**src/hdl/fu_pkg.sv**
```systemverilog
// Functional unit package
`default_nettype none

package fu_pkg;

    // Register file geometry
    localparam int NUM_REG     = 8;
    localparam int REG_BIT     = 16;
    localparam int REG_ID_BIT  = 3;

    // Instruction fields
    localparam int IMM_BIT     = 4;
    localparam int INST_ID_BIT = 8;
    localparam int OP_BIT      = 3;

    // Issue queue sizing, depth must stay a power of two
    localparam int QUEUE_DEPTH   = 4;
    localparam int QUEUE_PTR_BIT = 2;

    // Opcodes, values 7 and up are reserved
    localparam logic [OP_BIT-1:0] OP_ST      = 3'd0;
    localparam logic [OP_BIT-1:0] OP_CMP_GT  = 3'd1;
    localparam logic [OP_BIT-1:0] OP_ADD_IMM = 3'd2;
    localparam logic [OP_BIT-1:0] OP_ADD     = 3'd3;
    localparam logic [OP_BIT-1:0] OP_SHL     = 3'd4;
    localparam logic [OP_BIT-1:0] OP_SHR     = 3'd5;
    localparam logic [OP_BIT-1:0] OP_MUL     = 3'd6;

    typedef logic [REG_BIT-1:0]     reg_val_t;
    typedef logic [REG_ID_BIT-1:0]  reg_id_t;

    // One bit per architectural register
    typedef logic [NUM_REG-1:0]     reg_mask_t;

    typedef logic [INST_ID_BIT-1:0] inst_id_t;
    typedef logic [IMM_BIT-1:0]     imm_t;
    typedef logic [OP_BIT-1:0]      op_t;

    // Queue pointer and occupancy count
    typedef logic [QUEUE_PTR_BIT-1:0] queue_ptr_t;
    typedef logic [QUEUE_PTR_BIT:0]   queue_cnt_t;

endpackage

`default_nettype wire
```
**src/hdl/binary_func_unit.sv**
```systemverilog
// Binary functional unit top
`default_nettype none

module binary_func_unit (
    input  wire                    clk,
    input  wire                    rst_n,

    input  wire                    issue_vld,
    output wire                    issue_rdy,
    input  wire fu_pkg::inst_id_t  issue_id,
    input  wire fu_pkg::op_t       issue_op,
    input  wire fu_pkg::reg_id_t   issue_dst_reg,
    input  wire fu_pkg::reg_id_t   issue_src_reg0,
    input  wire fu_pkg::reg_id_t   issue_src_reg1,
    input  wire fu_pkg::imm_t      issue_imm,

    output wire fu_pkg::reg_mask_t pending_read_mask,

    output wire                    read_req_vld,
    input  wire                    read_req_rdy,
    output wire fu_pkg::reg_id_t   read_reg0_id,
    output wire fu_pkg::reg_id_t   read_reg1_id,
    output wire fu_pkg::reg_id_t   write_reg_id_nxt,

    input  wire                    read_fbk_vld,
    output wire                    read_fbk_rdy,
    input  wire fu_pkg::reg_val_t  read_reg0_val,
    input  wire fu_pkg::reg_val_t  read_reg1_val,

    output wire                    write_back_vld,
    input  wire                    write_back_rdy,
    output wire fu_pkg::inst_id_t  write_back_id,
    output wire fu_pkg::reg_id_t   write_back_reg_id,
    output wire fu_pkg::reg_val_t  write_back_addr,
    output wire fu_pkg::reg_val_t  write_back_val,

    output wire                    idle
);

    // Queue head toward the read stage
    logic              head_vld;
    logic              head_rdy;
    fu_pkg::inst_id_t  head_id;
    fu_pkg::op_t       head_op;
    fu_pkg::reg_id_t   head_dst_reg;
    fu_pkg::reg_id_t   head_src_reg0;
    fu_pkg::reg_id_t   head_src_reg1;
    fu_pkg::imm_t      head_imm;
    fu_pkg::reg_mask_t queue_pending_read;
    logic              queue_empty;

    // Executed result toward write-back
    logic              exec_vld;
    logic              exec_rdy;
    fu_pkg::inst_id_t  exec_id;
    fu_pkg::reg_id_t   exec_dst_reg;
    fu_pkg::reg_val_t  exec_addr;
    fu_pkg::reg_val_t  exec_val;

    logic              read_busy;
    logic              result_busy;

    issue_queue issue_queue_inst (
        .clk           (clk),
        .rst_n         (rst_n),
        .in_vld        (issue_vld),
        .in_rdy        (issue_rdy),
        .in_id         (issue_id),
        .in_op         (issue_op),
        .in_dst_reg    (issue_dst_reg),
        .in_src_reg0   (issue_src_reg0),
        .in_src_reg1   (issue_src_reg1),
        .in_imm        (issue_imm),
        .head_vld      (head_vld),
        .head_rdy      (head_rdy),
        .head_id       (head_id),
        .head_op       (head_op),
        .head_dst_reg  (head_dst_reg),
        .head_src_reg0 (head_src_reg0),
        .head_src_reg1 (head_src_reg1),
        .head_imm      (head_imm),
        .pending_read  (queue_pending_read),
        .empty         (queue_empty)
    );

    operand_read operand_read_inst (
        .clk                (clk),
        .rst_n              (rst_n),
        .head_vld           (head_vld),
        .head_rdy           (head_rdy),
        .head_id            (head_id),
        .head_op            (head_op),
        .head_dst_reg       (head_dst_reg),
        .head_src_reg0      (head_src_reg0),
        .head_src_reg1      (head_src_reg1),
        .head_imm           (head_imm),
        .queue_pending_read (queue_pending_read),
        .pending_read_mask  (pending_read_mask),
        .read_req_vld       (read_req_vld),
        .read_req_rdy       (read_req_rdy),
        .read_reg0_id       (read_reg0_id),
        .read_reg1_id       (read_reg1_id),
        .write_reg_id_nxt   (write_reg_id_nxt),
        .read_fbk_vld       (read_fbk_vld),
        .read_fbk_rdy       (read_fbk_rdy),
        .read_reg0_val      (read_reg0_val),
        .read_reg1_val      (read_reg1_val),
        .exec_vld           (exec_vld),
        .exec_rdy           (exec_rdy),
        .exec_id            (exec_id),
        .exec_dst_reg       (exec_dst_reg),
        .exec_addr          (exec_addr),
        .exec_val           (exec_val),
        .busy               (read_busy)
    );

    result_stage result_stage_inst (
        .clk               (clk),
        .rst_n             (rst_n),
        .exec_vld          (exec_vld),
        .exec_rdy          (exec_rdy),
        .exec_id           (exec_id),
        .exec_dst_reg      (exec_dst_reg),
        .exec_addr         (exec_addr),
        .exec_val          (exec_val),
        .write_back_vld    (write_back_vld),
        .write_back_rdy    (write_back_rdy),
        .write_back_id     (write_back_id),
        .write_back_reg_id (write_back_reg_id),
        .write_back_addr   (write_back_addr),
        .write_back_val    (write_back_val),
        .busy              (result_busy)
    );

    // Nothing held anywhere in the unit
    assign idle = queue_empty && !read_busy && !result_busy;

endmodule

`default_nettype wire

```
**src/hdl/result_stage.sv**
```systemverilog
// Write-back holding register
`default_nettype none

module result_stage (
    input  wire                   clk,
    input  wire                   rst_n,

    input  wire                   exec_vld,
    output logic                  exec_rdy,
    input  wire fu_pkg::inst_id_t exec_id,
    input  wire fu_pkg::reg_id_t  exec_dst_reg,
    input  wire fu_pkg::reg_val_t exec_addr,
    input  wire fu_pkg::reg_val_t exec_val,

    output logic                  write_back_vld,
    input  wire                   write_back_rdy,
    output fu_pkg::inst_id_t      write_back_id,
    output fu_pkg::reg_id_t       write_back_reg_id,
    output fu_pkg::reg_val_t      write_back_addr,
    output fu_pkg::reg_val_t      write_back_val,

    output logic                  busy
);

    logic in_xfer;
    logic out_xfer;

    // Accept when empty or when the current result leaves this cycle
    assign exec_rdy = !write_back_vld || write_back_rdy;
    assign in_xfer  = exec_vld && exec_rdy;
    assign out_xfer = write_back_vld && write_back_rdy;

    always_ff @(posedge clk or negedge rst_n) begin
        if (!rst_n) begin
            write_back_vld <= 1'b0;
        end else if (in_xfer) begin
            write_back_vld <= 1'b1;
        end else if (out_xfer) begin
            write_back_vld <= 1'b0;
        end
    end

    always_ff @(posedge clk) begin
        if (in_xfer) begin
            write_back_id     <= exec_id;
            write_back_reg_id <= exec_dst_reg;
            write_back_addr   <= exec_addr;
            write_back_val    <= exec_val;
        end
    end

    assign busy = write_back_vld;

endmodule

`default_nettype wire

```
**src/hdl/operand_read.sv**
```systemverilog
// Operand read stage
`default_nettype none

module operand_read (
    input  wire                    clk,
    input  wire                    rst_n,

    input  wire                    head_vld,
    output logic                   head_rdy,
    input  wire fu_pkg::inst_id_t  head_id,
    input  wire fu_pkg::op_t       head_op,
    input  wire fu_pkg::reg_id_t   head_dst_reg,
    input  wire fu_pkg::reg_id_t   head_src_reg0,
    input  wire fu_pkg::reg_id_t   head_src_reg1,
    input  wire fu_pkg::imm_t      head_imm,

    input  wire fu_pkg::reg_mask_t queue_pending_read,
    output fu_pkg::reg_mask_t      pending_read_mask,

    output logic                   read_req_vld,
    input  wire                    read_req_rdy,
    output fu_pkg::reg_id_t        read_reg0_id,
    output fu_pkg::reg_id_t        read_reg1_id,
    output fu_pkg::reg_id_t        write_reg_id_nxt,

    input  wire                    read_fbk_vld,
    output logic                   read_fbk_rdy,
    input  wire fu_pkg::reg_val_t  read_reg0_val,
    input  wire fu_pkg::reg_val_t  read_reg1_val,

    output logic                   exec_vld,
    input  wire                    exec_rdy,
    output fu_pkg::inst_id_t       exec_id,
    output fu_pkg::reg_id_t        exec_dst_reg,
    output fu_pkg::reg_val_t       exec_addr,
    output fu_pkg::reg_val_t       exec_val,

    output logic                   busy
);

    logic              stage_vld;
    logic              stage_free;
    logic              req_xfer;
    logic              fbk_xfer;

    fu_pkg::inst_id_t  held_id;
    fu_pkg::op_t       held_op;
    fu_pkg::reg_id_t   held_dst;
    fu_pkg::reg_id_t   held_src0;
    fu_pkg::reg_id_t   held_src1;
    fu_pkg::imm_t      held_imm;
    fu_pkg::reg_mask_t held_mask;

    // Feedback and hand-off to the result stage happen together
    assign read_fbk_rdy = stage_vld && exec_rdy;
    assign exec_vld     = stage_vld && read_fbk_vld;
    assign fbk_xfer     = read_fbk_vld && read_fbk_rdy;

    // A new request only goes out when the slot is free by the next edge
    assign stage_free   = !stage_vld || fbk_xfer;
    assign read_req_vld = head_vld && stage_free;
    assign head_rdy     = read_req_rdy && stage_free;
    assign req_xfer     = read_req_vld && read_req_rdy;

    assign read_reg0_id     = head_src_reg0;
    assign read_reg1_id     = head_src_reg1;
    assign write_reg_id_nxt = head_dst_reg;

    always_ff @(posedge clk or negedge rst_n) begin
        if (!rst_n) begin
            stage_vld <= 1'b0;
        end else if (req_xfer) begin
            stage_vld <= 1'b1;
        end else if (fbk_xfer) begin
            stage_vld <= 1'b0;
        end
    end

    always_ff @(posedge clk) begin
        if (req_xfer) begin
            held_id   <= head_id;
            held_op   <= head_op;
            held_dst  <= head_dst_reg;
            held_src0 <= head_src_reg0;
            held_src1 <= head_src_reg1;
            held_imm  <= head_imm;
        end
    end

    alu alu_inst (
        .op     (held_op),
        .src0   (read_reg0_val),
        .src1   (read_reg1_val),
        .imm    (held_imm),
        .result (exec_val)
    );

    assign exec_id      = held_id;
    assign exec_dst_reg = held_dst;
    assign exec_addr    = read_reg0_val;

    // Sources of the held instruction stay pending until their values return
    assign held_mask = stage_vld ? ((fu_pkg::reg_mask_t'(1) << held_src0) |
                                    (fu_pkg::reg_mask_t'(1) << held_src1)) : '0;

    assign pending_read_mask = queue_pending_read | held_mask;
    assign busy              = stage_vld;

endmodule

`default_nettype wire

```
**src/hdl/issue_queue.sv**
```systemverilog
// In-order issue queue
`default_nettype none

module issue_queue (
    input  wire                   clk,
    input  wire                   rst_n,

    input  wire                   in_vld,
    output logic                  in_rdy,
    input  wire fu_pkg::inst_id_t in_id,
    input  wire fu_pkg::op_t      in_op,
    input  wire fu_pkg::reg_id_t  in_dst_reg,
    input  wire fu_pkg::reg_id_t  in_src_reg0,
    input  wire fu_pkg::reg_id_t  in_src_reg1,
    input  wire fu_pkg::imm_t     in_imm,

    output logic                  head_vld,
    input  wire                   head_rdy,
    output fu_pkg::inst_id_t      head_id,
    output fu_pkg::op_t           head_op,
    output fu_pkg::reg_id_t       head_dst_reg,
    output fu_pkg::reg_id_t       head_src_reg0,
    output fu_pkg::reg_id_t       head_src_reg1,
    output fu_pkg::imm_t          head_imm,

    output fu_pkg::reg_mask_t     pending_read,
    output logic                  empty
);

    fu_pkg::inst_id_t   entry_id   [fu_pkg::QUEUE_DEPTH];
    fu_pkg::op_t        entry_op   [fu_pkg::QUEUE_DEPTH];
    fu_pkg::reg_id_t    entry_dst  [fu_pkg::QUEUE_DEPTH];
    fu_pkg::reg_id_t    entry_src0 [fu_pkg::QUEUE_DEPTH];
    fu_pkg::reg_id_t    entry_src1 [fu_pkg::QUEUE_DEPTH];
    fu_pkg::imm_t       entry_imm  [fu_pkg::QUEUE_DEPTH];

    fu_pkg::queue_ptr_t wr_ptr;
    fu_pkg::queue_ptr_t rd_ptr;
    fu_pkg::queue_cnt_t count;

    logic               push;
    logic               pop;

    assign in_rdy   = count != fu_pkg::queue_cnt_t'(fu_pkg::QUEUE_DEPTH);
    assign empty    = count == '0;
    assign head_vld = !empty;

    assign push = in_vld && in_rdy;
    assign pop  = head_vld && head_rdy;

    assign head_id       = entry_id[rd_ptr];
    assign head_op       = entry_op[rd_ptr];
    assign head_dst_reg  = entry_dst[rd_ptr];
    assign head_src_reg0 = entry_src0[rd_ptr];
    assign head_src_reg1 = entry_src1[rd_ptr];
    assign head_imm      = entry_imm[rd_ptr];

    always_ff @(posedge clk) begin
        if (push) begin
            entry_id[wr_ptr]   <= in_id;
            entry_op[wr_ptr]   <= in_op;
            entry_dst[wr_ptr]  <= in_dst_reg;
            entry_src0[wr_ptr] <= in_src_reg0;
            entry_src1[wr_ptr] <= in_src_reg1;
            entry_imm[wr_ptr]  <= in_imm;
        end
    end

    // Pointers wrap on their own since the depth is a power of two
    always_ff @(posedge clk or negedge rst_n) begin
        if (!rst_n) begin
            wr_ptr <= '0;
            rd_ptr <= '0;
            count  <= '0;
        end else begin
            if (push) begin
                wr_ptr <= wr_ptr + 1'b1;
            end
            if (pop) begin
                rd_ptr <= rd_ptr + 1'b1;
            end
            case ({push, pop})
                2'b10:   count <= count + 1'b1;
                2'b01:   count <= count - 1'b1;
                default: count <= count;
            endcase
        end
    end

    // Entries between the head and head plus count are live
    always_comb begin
        fu_pkg::queue_ptr_t offset;
        pending_read = '0;
        for (int i = 0; i < fu_pkg::QUEUE_DEPTH; i++) begin
            offset = fu_pkg::queue_ptr_t'(i) - rd_ptr;
            if (fu_pkg::queue_cnt_t'(offset) < count) begin
                pending_read |= fu_pkg::reg_mask_t'(1) << entry_src0[i];
                pending_read |= fu_pkg::reg_mask_t'(1) << entry_src1[i];
            end
        end
    end

endmodule

`default_nettype wire

```
**src/hdl/alu.sv**
```systemverilog
// Binary operation datapath
`default_nettype none

module alu (
    input  wire fu_pkg::op_t      op,
    input  wire fu_pkg::reg_val_t src0,
    input  wire fu_pkg::reg_val_t src1,
    input  wire fu_pkg::imm_t     imm,
    output fu_pkg::reg_val_t      result
);

    logic shift_out;

    // Shift amounts at or above the data width flush every bit
    assign shift_out = src1 >= fu_pkg::reg_val_t'(fu_pkg::REG_BIT);

    always_comb begin
        case (op)
            fu_pkg::OP_ST: begin
                result = src1;
            end
            fu_pkg::OP_CMP_GT: begin
                result = fu_pkg::reg_val_t'(src0 > src1);
            end
            fu_pkg::OP_ADD_IMM: begin
                result = src0 + fu_pkg::reg_val_t'(imm);
            end
            fu_pkg::OP_ADD: begin
                result = src0 + src1;
            end
            fu_pkg::OP_SHL: begin
                result = shift_out ? '0 : src0 << src1;
            end
            fu_pkg::OP_SHR: begin
                result = shift_out ? '0 : src0 >> src1;
            end
            fu_pkg::OP_MUL: begin
                // Low half of the product
                result = src0 * src1;
            end
            default: begin
                result = '0;
            end
        endcase
    end

endmodule

`default_nettype wire

```
**config.mk**
```make
export PLATFORM = sky130hd
export DESIGN_NAME = binary_func_unit
export DESIGN_NICKNAME = d
export VERILOG_FILES = /design/src/hdl/fu_pkg.sv /design/src/hdl/binary_func_unit.sv /design/src/hdl/result_stage.sv /design/src/hdl/operand_read.sv /design/src/hdl/issue_queue.sv /design/src/hdl/alu.sv
export SDC_FILE = /design/constraint.sdc
export NUM_CORES = 1
export LEC_CHECK = 0
export BUFFER_PORTS_ARGS = -buffer_cell sky130_fd_sc_hd__buf_2
export CAP_MARGIN = 30
export CORE_MARGIN = 4
export CORE_UTILIZATION = 65
export DETAILED_ROUTE_END_ITERATION = 10
export PLACE_DENSITY_LB_ADDON = 0.2
export RECOVER_POWER = 25
export SYNTH_ARGS = -nofsm -noshare
export SYNTH_HDL_FRONTEND = slang
export SYNTH_HIERARCHICAL = 1
export SYNTH_SLANG_ARGS = --single-unit
```
**constraint.sdc**
```tcl
create_clock -name clk -period 5.9 [get_ports clk]
set_clock_uncertainty 0.15 [all_clocks]
set_input_delay 0.59 -clock clk [delete_from_list [all_inputs] [get_ports clk]]
set_output_delay 0.59 -clock clk [all_outputs]
set_load 0.005 [all_outputs]
```
==> results of run 1 <==
## logic make-up (layout without fill, tap and decap cells)
kind of cell,after synthesis,count (layout),synth area share (%)
xor+xnor,54,54,3.42
mux,41,41,5.32
simple gates,420,420,15.6
buf+inv,247,401,7.47
fa+ha+maj,179,179,20.1
compound gates,234,234,12.1
flops,172,172,36.0
## power by group through the flow
stage	Combinational [mW]	Clock (mW)	Sequential [mW]
after floorplan	2.91	0	1.85
after global placement	3.92	0	1.98
after detailed placement	4.03	0	2.01
after CTS	4.07	1.22	1.99
after global routing	4.58	1.28	1.97
final	4.20	1.21	1.94
## metal layers
layer / vias up / part of all wire [%]
li1: 5047 / -
met1: 5501 / 37
met2: 713 / 48
met3: 197 / 8.3
met4: 2 / 6.0
met5: - / 0.030
## critical path, cell delays in order
cell	delay, ns
clkbuf_1	0.33
nand2_1	0.18
fa_1	0.59
fa_1	0.55
inv_1	0.04
ha_1	0.19
fa_1	0.48
ha_1	0.30
inv_1	0.05
fa_1	0.53
inv_1	0.04
ha_1	0.30
buf_4	0.15
nor3_1	0.21
nor2_1	0.07
o41ai_1	0.06
buf_4	0.18
o2111a_1	0.24
a211oi_2	0.09
xnor2_1	0.21
o221ai_1	0.14
a21o_1	0.18
## worst max-delay path by stage
stage                startpoint                                   end  slack, ns  cells after the start
5_1_grt        read_reg0_val[0]  result_stage_inst/write_back_val[14]       0.08                     22
3_5_place_dp   read_reg1_val[1]  result_stage_inst/write_back_val[14]      -0.15                     19
3_3_place_gp   read_reg1_val[1]  result_stage_inst/write_back_val[14]      -0.09                     19
4_1_cts        read_reg1_val[1]  result_stage_inst/write_back_val[14]       0.31                     19
2_1_floorplan  read_reg1_val[1]  result_stage_inst/write_back_val[14]      -0.09                     21
6_report       read_reg0_val[0]  result_stage_inst/write_back_val[14]       0.23                     22
## area by class of cell
type / instances / area, sq um
multi-input combinational: 928 / 8050
fill: 1491 / 5250
sequential: 172 / 5120
timing repair buffer: 216 / 1300
inverter: 153 / 574
clock buffer: 17 / 425
tap: 275 / 344
clock inverter: 15 / 216
## repair_timing
item	in CTS	in global routing
hold endpoints to repair	9	0
setup endpoints to repair	0	0
hold buffers	1	0
## stage by stage
stage | TNS [ns] | instances | setup WS (ns) | cell area [sq um] | total power, mW
2_1_floorplan | -0.0937 | 1347 | -0.0937 | 14200 | 4.76
3_3_place_gp | -0.0889 | 1741 | -0.0880 | 15400 | 5.90
3_5_place_dp | -0.230 | 1742 | -0.149 | 15400 | 6.04
4_1_cts | 0 | 1775 | 0.312 | 16000 | 7.28
5_1_grt | 0 | 1776 | 0.0750 | 16000 | 7.82
6_report | 0 | 1776 | 0.235 | 16000 | 7.35
## cells in the final DEF, fill, tap and decap left out, types with 7 or more instances in the layout
cell	netlist	layout
a21oi_1	45	45
and2_1	47	47
nand2b_1	19	19
clkbuf_1	38	27
nor2b_1	12	12
mux4_2	27	27
inv_1	152	152
dfrtp_1	9	8
nor2_1	106	105
a211oi_1	13	12
o21ai_0	34	34
o211ai_1	15	15
o221ai_1	24	24
xnor2_1	41	41
nand2_1	105	105
and3b_1	19	19
fa_1	82	82
nand4b_1	7	7
o21a_1	12	12
buf_4	29	87
clkbuf_16	0	17
ha_1	97	96
and3_1	12	12
edfxtp_1	163	163
xor2_1	12	12
nor3b_1	20	20
buf_2	21	99
nand3_1	10	10
a21o_1	9	9
o2111ai_1	9	9
nor3_1	24	24
mux2i_1	10	10
==> flow_metrics.tcl, run 1 <==
set metrics [dict create \
    worst-slew-pin-transition_ns 1.01 \
    globalRouteMet2Util_pct 60.4 \
    gp_congestion 1.02 \
    slew-limit-headroom_pct 32.4 \
    peakVddDrop_mv 0.392 \
    grt_use_total_pct 36.4 \
    holdPathStages 1 \
    htreeDepth 4 \
    synth_area_leader_cell "edfxtp_1" \
    min-delay-start "issue_dst_reg[1]" \
    wire_per_inst_um 24.3 \
    grt_pass1_vias 11700 \
    rr_startpoint "operand_read_inst/held_op[1]" \
    area_delta_synth_final_pct 12.8 \
    core_area_sq_um 21300 \
    wirelength_um 43100 \
    vias_per_cell 6.45 \
    synth_area_per_cell_sq_um 10.6 \
    reg2reg_slack_ns 0.39 \
    p_sw_share_pct 42.8 \
    synth-edff-count 163 \
    tritoncts "done" \
    p_int_mw 4.20 \
    worstPathArrival_ns 5.72 \
    drtIter0Drc 1265 \
    synthTopCellsByArea "edfxtp_1 (34%), fa_1 (12%), ha_1 (8.5%), mux4_2 (4.3%), inv_1 (4.0%)" \
    dr.pass1.iters 7 \
    die_h_um 156 \
    die_w_um 156 \
    comb_power_share_pct 57.1 \
    port_buffers 126 \
    holdPathEnd "issue_queue_inst/entry_dst[1][1]" \
    dp.final_hpwl_um 32500 \
    synthArstFlopShare_pct 5.23 \
    drtAntennaViolNets 0 \
    largest_register_ffs 32 \
    clk_pin_slew_ns 0.09 \
    io-pin-count 127 \
    clock.fmax_mhz 177 \
    netlist_area_sq_um 14200 \
    busiest_layer "met2" \
    slew_violations 0 \
    cts_buffers 17 \
    clockPowerShare_pct 16.5 \
    seq_area_frac_synth_pct 36.0 \
    cts_sinks 172 \
    cts_resized 0 \
    postSynthCellCount 1347 \
    cts-root-buf "clkbuf_16" \
    fin_crit_sh_pct 96.0 \
    ys.flop_type "edfxtp_1" \
    p_sw_mw 3.15 \
    gr-usage-met1_pct 46.3 \
    hp-class "in -> reg" \
    timing.hold.ws_ns 0.232 \
    yosysUniqueCellTypes 87 \
    clk_latency_ns 0.45 \
    power_leakage_nw 6.78 \
    startpoint_type "input pin" \
    setup_viol 0 \
    power.density_nw_per_um2 459 \
    reg2reg_to "result_stage_inst/write_back_val[14]" \
    drive_gt1_share_pct 18.4 \
    initial_core_util_pct 66.8 \
    power_frac_seq_pct 26.4 \
    synth_warnings 6 \
    ys_ff_latch 172 \
    yosysMostFrequentCell "edfxtp_1" \
    antenna_found_initial 1 \
    diodes 0 \
    reg2reg_depth 15 \
    grt_max_degree 44 \
    synth_nets 1588 \
    grt_first_pass_wirelength_um 66900 \
    synth_top_cell_area_share_pct 34.4 \
    max_cap_viol_count 0 \
    overflow 0 \
    fin_util_pct 75.3 \
    end_kind "register" \
    hold_violations 0 \
    rsz0062_at_grt "false" \
    top_register "issue_queue_inst/entry_id" \
    critPathKind "in -> reg" \
    fp-row-count 53 \
    nNetsFinal 1729 \
    drc 0 \
    postCtsSetupBuffers 0 \
    critical_path.max_fanout 5 \
    status "completed" \
    clock_path_buffers 2 \
    dieArea_sq_um 24300 \
    fin_crit_ns 5.67 \
    yosys-top-cells-count "edfxtp_1 (163), inv_1 (152), nor2_1 (106)" \
    routed-via-count 11500 \
    cp.required_ns 5.95 \
    use_met3_pct 6.44 \
]
(Power assumes the default switching activity.)
==> run 2, diff against run 1 <==
--- a/config.mk
+++ b/config.mk
@@ -8,7 +8,8 @@
 export BUFFER_PORTS_ARGS = -buffer_cell sky130_fd_sc_hd__buf_2
 export CAP_MARGIN = 30
 export CORE_MARGIN = 4
-export CORE_UTILIZATION = 65
+export CORE_UTILIZATION = 40
+export CTS_BUF_LIST = sky130_fd_sc_hd__clkbuf_4 sky130_fd_sc_hd__clkbuf_8 sky130_fd_sc_hd__clkbuf_16
 export DETAILED_ROUTE_END_ITERATION = 10
 export PLACE_DENSITY_LB_ADDON = 0.2
 export RECOVER_POWER = 25
==> run 2 against run 1 <==
Compared with the run above: wire length fell by 1.3%; non-clock buffer count rose by 11; combinational power fell by 2%; worst hold slack improved by 0.0073 ns; critical path type unchanged; largest cell class unchanged.
==> flow_metrics.tcl, run 2 (synthesized netlist as in run 1, its figures left out) <==
set metrics [dict create \
    slowest_stage "fa_1" \
    grt_use_total_pct 22.3 \
    worstPathArrival_ns 5.72 \
    multiInputGateArea_sq_um 8050 \
    fp-row-count 68 \
    worst-slew-pin-transition_ns 0.973 \
    rsz0062_at_grt "false" \
    clockPowerShare_pct 16.0 \
    setup_viol 0 \
    worstPathCellList "buf_2, ha_1, fa_1, inv_1, fa_1, inv_1, fa_1, fa_1, fa_1, inv_1, fa_1, inv_1, ha_1, nand3_1, a21oi_1, nor3_1, xnor2_1, a221o_1" \
    hp-class "in -> reg" \
    area_delta_synth_final_pct 14.5 \
    comb_power_share_pct 57.1 \
    fin_crit_ns 5.66 \
    dr.max_layer_used "met4" \
    grt_pass1_vias 11100 \
    drive_gt1_share_pct 19.0 \
    postCtsSetupBuffers 0 \
    critical_path.max_fanout 10 \
    core_area_sq_um 34800 \
    drc 0 \
    p_sw_share_pct 41.8 \
    cp.required_ns 5.96 \
    timing.hold.ws_ns 0.239 \
    clock.fmax_mhz 177 \
    die_w_um 197 \
    cts_resized 0 \
    antenna_found_initial 2 \
    min-delay-start "issue_id[7]" \
    cts_hold_buf 1 \
    htreeDepth 4 \
    nFillCells 3302 \
    vias_per_cell 5.54 \
    clock_path_buffers 2 \
    critical_path.startpoint "read_reg1_val[6]" \
    end_kind "register" \
    startpoint_type "input pin" \
    initial_core_util_pct 40.9 \
    peakVddDrop_mv 0.300 \
    crit_top_cell "fa_1" \
    power.density_nw_per_um2 441 \
    routed-via-count 10900 \
    grt_first_pass_wirelength_um 66400 \
    drtIter0Drc 904 \
    fin_crit_sh_pct 96.0 \
    hold_violations 0 \
    p_int_mw 4.18 \
    nNetsFinal 1740 \
    wirelength_um 42600 \
    overflow 0 \
    dp.final_hpwl_um 32500 \
    met1_length_um 18700 \
    cts_buffers 17 \
    port_buffers 126 \
    drtAntennaViolNets 0 \
    cp_top_family "adder cells" \
    p_sw_mw 3.00 \
    dieArea_sq_um 38600 \
    rr_startpoint "operand_read_inst/held_op[1]" \
    status "completed" \
    die_h_um 197 \
    gp_congestion 0.914 \
    power.total_mw 7.18 \
    grt_max_degree 44 \
    fin_util_pct 46.8 \
    clk_latency_ns 0.46 \
    slew_violations 0 \
    wl_met2_um 20100 \
    wire_per_inst_um 21.6 \
    clk_pin_slew_ns 0.08 \
    slowest_delay_ns 0.57 \
    tritoncts "done" \
    slew-limit-headroom_pct 35.0 \
    cts-root-buf "clkbuf_16" \
    io-pin-count 127 \
    cts_sinks 172 \
    largest_register_ffs 32 \
    power_frac_seq_pct 26.8 \
    worst-path-buf-inv 5 \
    max_cap_viol_count 0 \
    final_cell_mix "edfxtp_1 (163), inv_1 (152), nand2_1 (105), nor2_1 (105), buf_2 (100)" \
    dr.pass1.iters 7 \
    met3_length_um 2780 \
    reg2reg_slack_ns 1.04 \
    top_register "issue_queue_inst/entry_id" \
    critPathKind "in -> reg" \
    power_leakage_nw 6.82 \
    seq_area_sq_um 5120 \
    final_common_cell "edfxtp_1" \
]
## run 2: changes by cell type in the layout (fill, tap and decap cells not counted), sizes merged
cell | previous run | this run
buf | 188 | 200
clkinv | 6 | 8
diode | 0 | 1
inv | 162 | 158
bufinv | 0 | 1
## run 2: path summary, 6_finish.rpt
| kind | to | depth (start not counted) |
|---|---|---|
| setup / recovery | result_stage_inst/write_back_val[13] | 18 |
| hold / removal | issue_queue_inst/entry_id[1][7] | 1 |
| setup reg to reg | result_stage_inst/write_back_val[14] | 12 |
| hold reg to reg | result_stage_inst/write_back_id[2] | 0 |
| max in group asynchronous | issue_queue_inst/rd_ptr[0] | 2 |
| min in group asynchronous | issue_queue_inst/wr_ptr[1] | 2 |
## run 2: layout make-up
class / count / share of cell area, %
well taps: 455 / 3.50
inverters: 153 / 3.53
clock buffers: 18 / 2.66
clock inverters: 14 / 0.976
repair buffers: 227 / 8.42
diodes: 1 / 0.0154
multi-input cells: 928 / 49.5
flip-flops and latches: 172 / 31.4
## run 2: through the flow
| stage | area, sq um | instances | worst slack (ns) | setup TNS [ns] |
|---|---|---|---|---|
| 2_1_floorplan | 14200 | 1347 | -0.0937 | -0.0937 |
| 3_3_place_gp | 15700 | 1933 | -0.154 | -0.286 |
| 3_5_place_dp | 15700 | 1934 | -0.157 | -0.460 |
| 4_1_cts | 16300 | 1967 | 0.280 | 0 |
| 5_1_grt | 16300 | 1968 | 0.0781 | 0 |
| 6_report | 16300 | 1968 | 0.236 | 0 |
## run 2: per-layer routing
metal  vias to the layer above  GRT usage [%]
met5                         -              0
met4                         0           5.79
met3                        59           4.05
met2                       403           36.5
met1                      5391           31.0
li1                       5059              -
## run 2: power groups by stage
stage / registers [mW] / clock network (mW) / logic, mW
after floorplan: 1.85 / 0 / 2.91
after global placement: 1.94 / 0 / 4.03
after detailed placement: 1.95 / 0 / 4.08
after CTS: 1.92 / 1.18 / 4.13
after global routing: 1.96 / 1.24 / 4.57
final: 1.93 / 1.15 / 4.10
## run 2: worst reg2reg max path, cell delays in order, from the launching register on
cell and delay [ns]:
edfxtp_1 0.65, nor2b_1 0.84, nand2_1 0.38, o21ai_0 0.48
ha_1 0.36, nand2b_1 0.14, a21oi_1 0.13, o41ai_1 0.44
o21ai_1 0.21, o41ai_2 0.33, o21ai_0 0.17, xor2_1 0.17
a21o_1 0.18
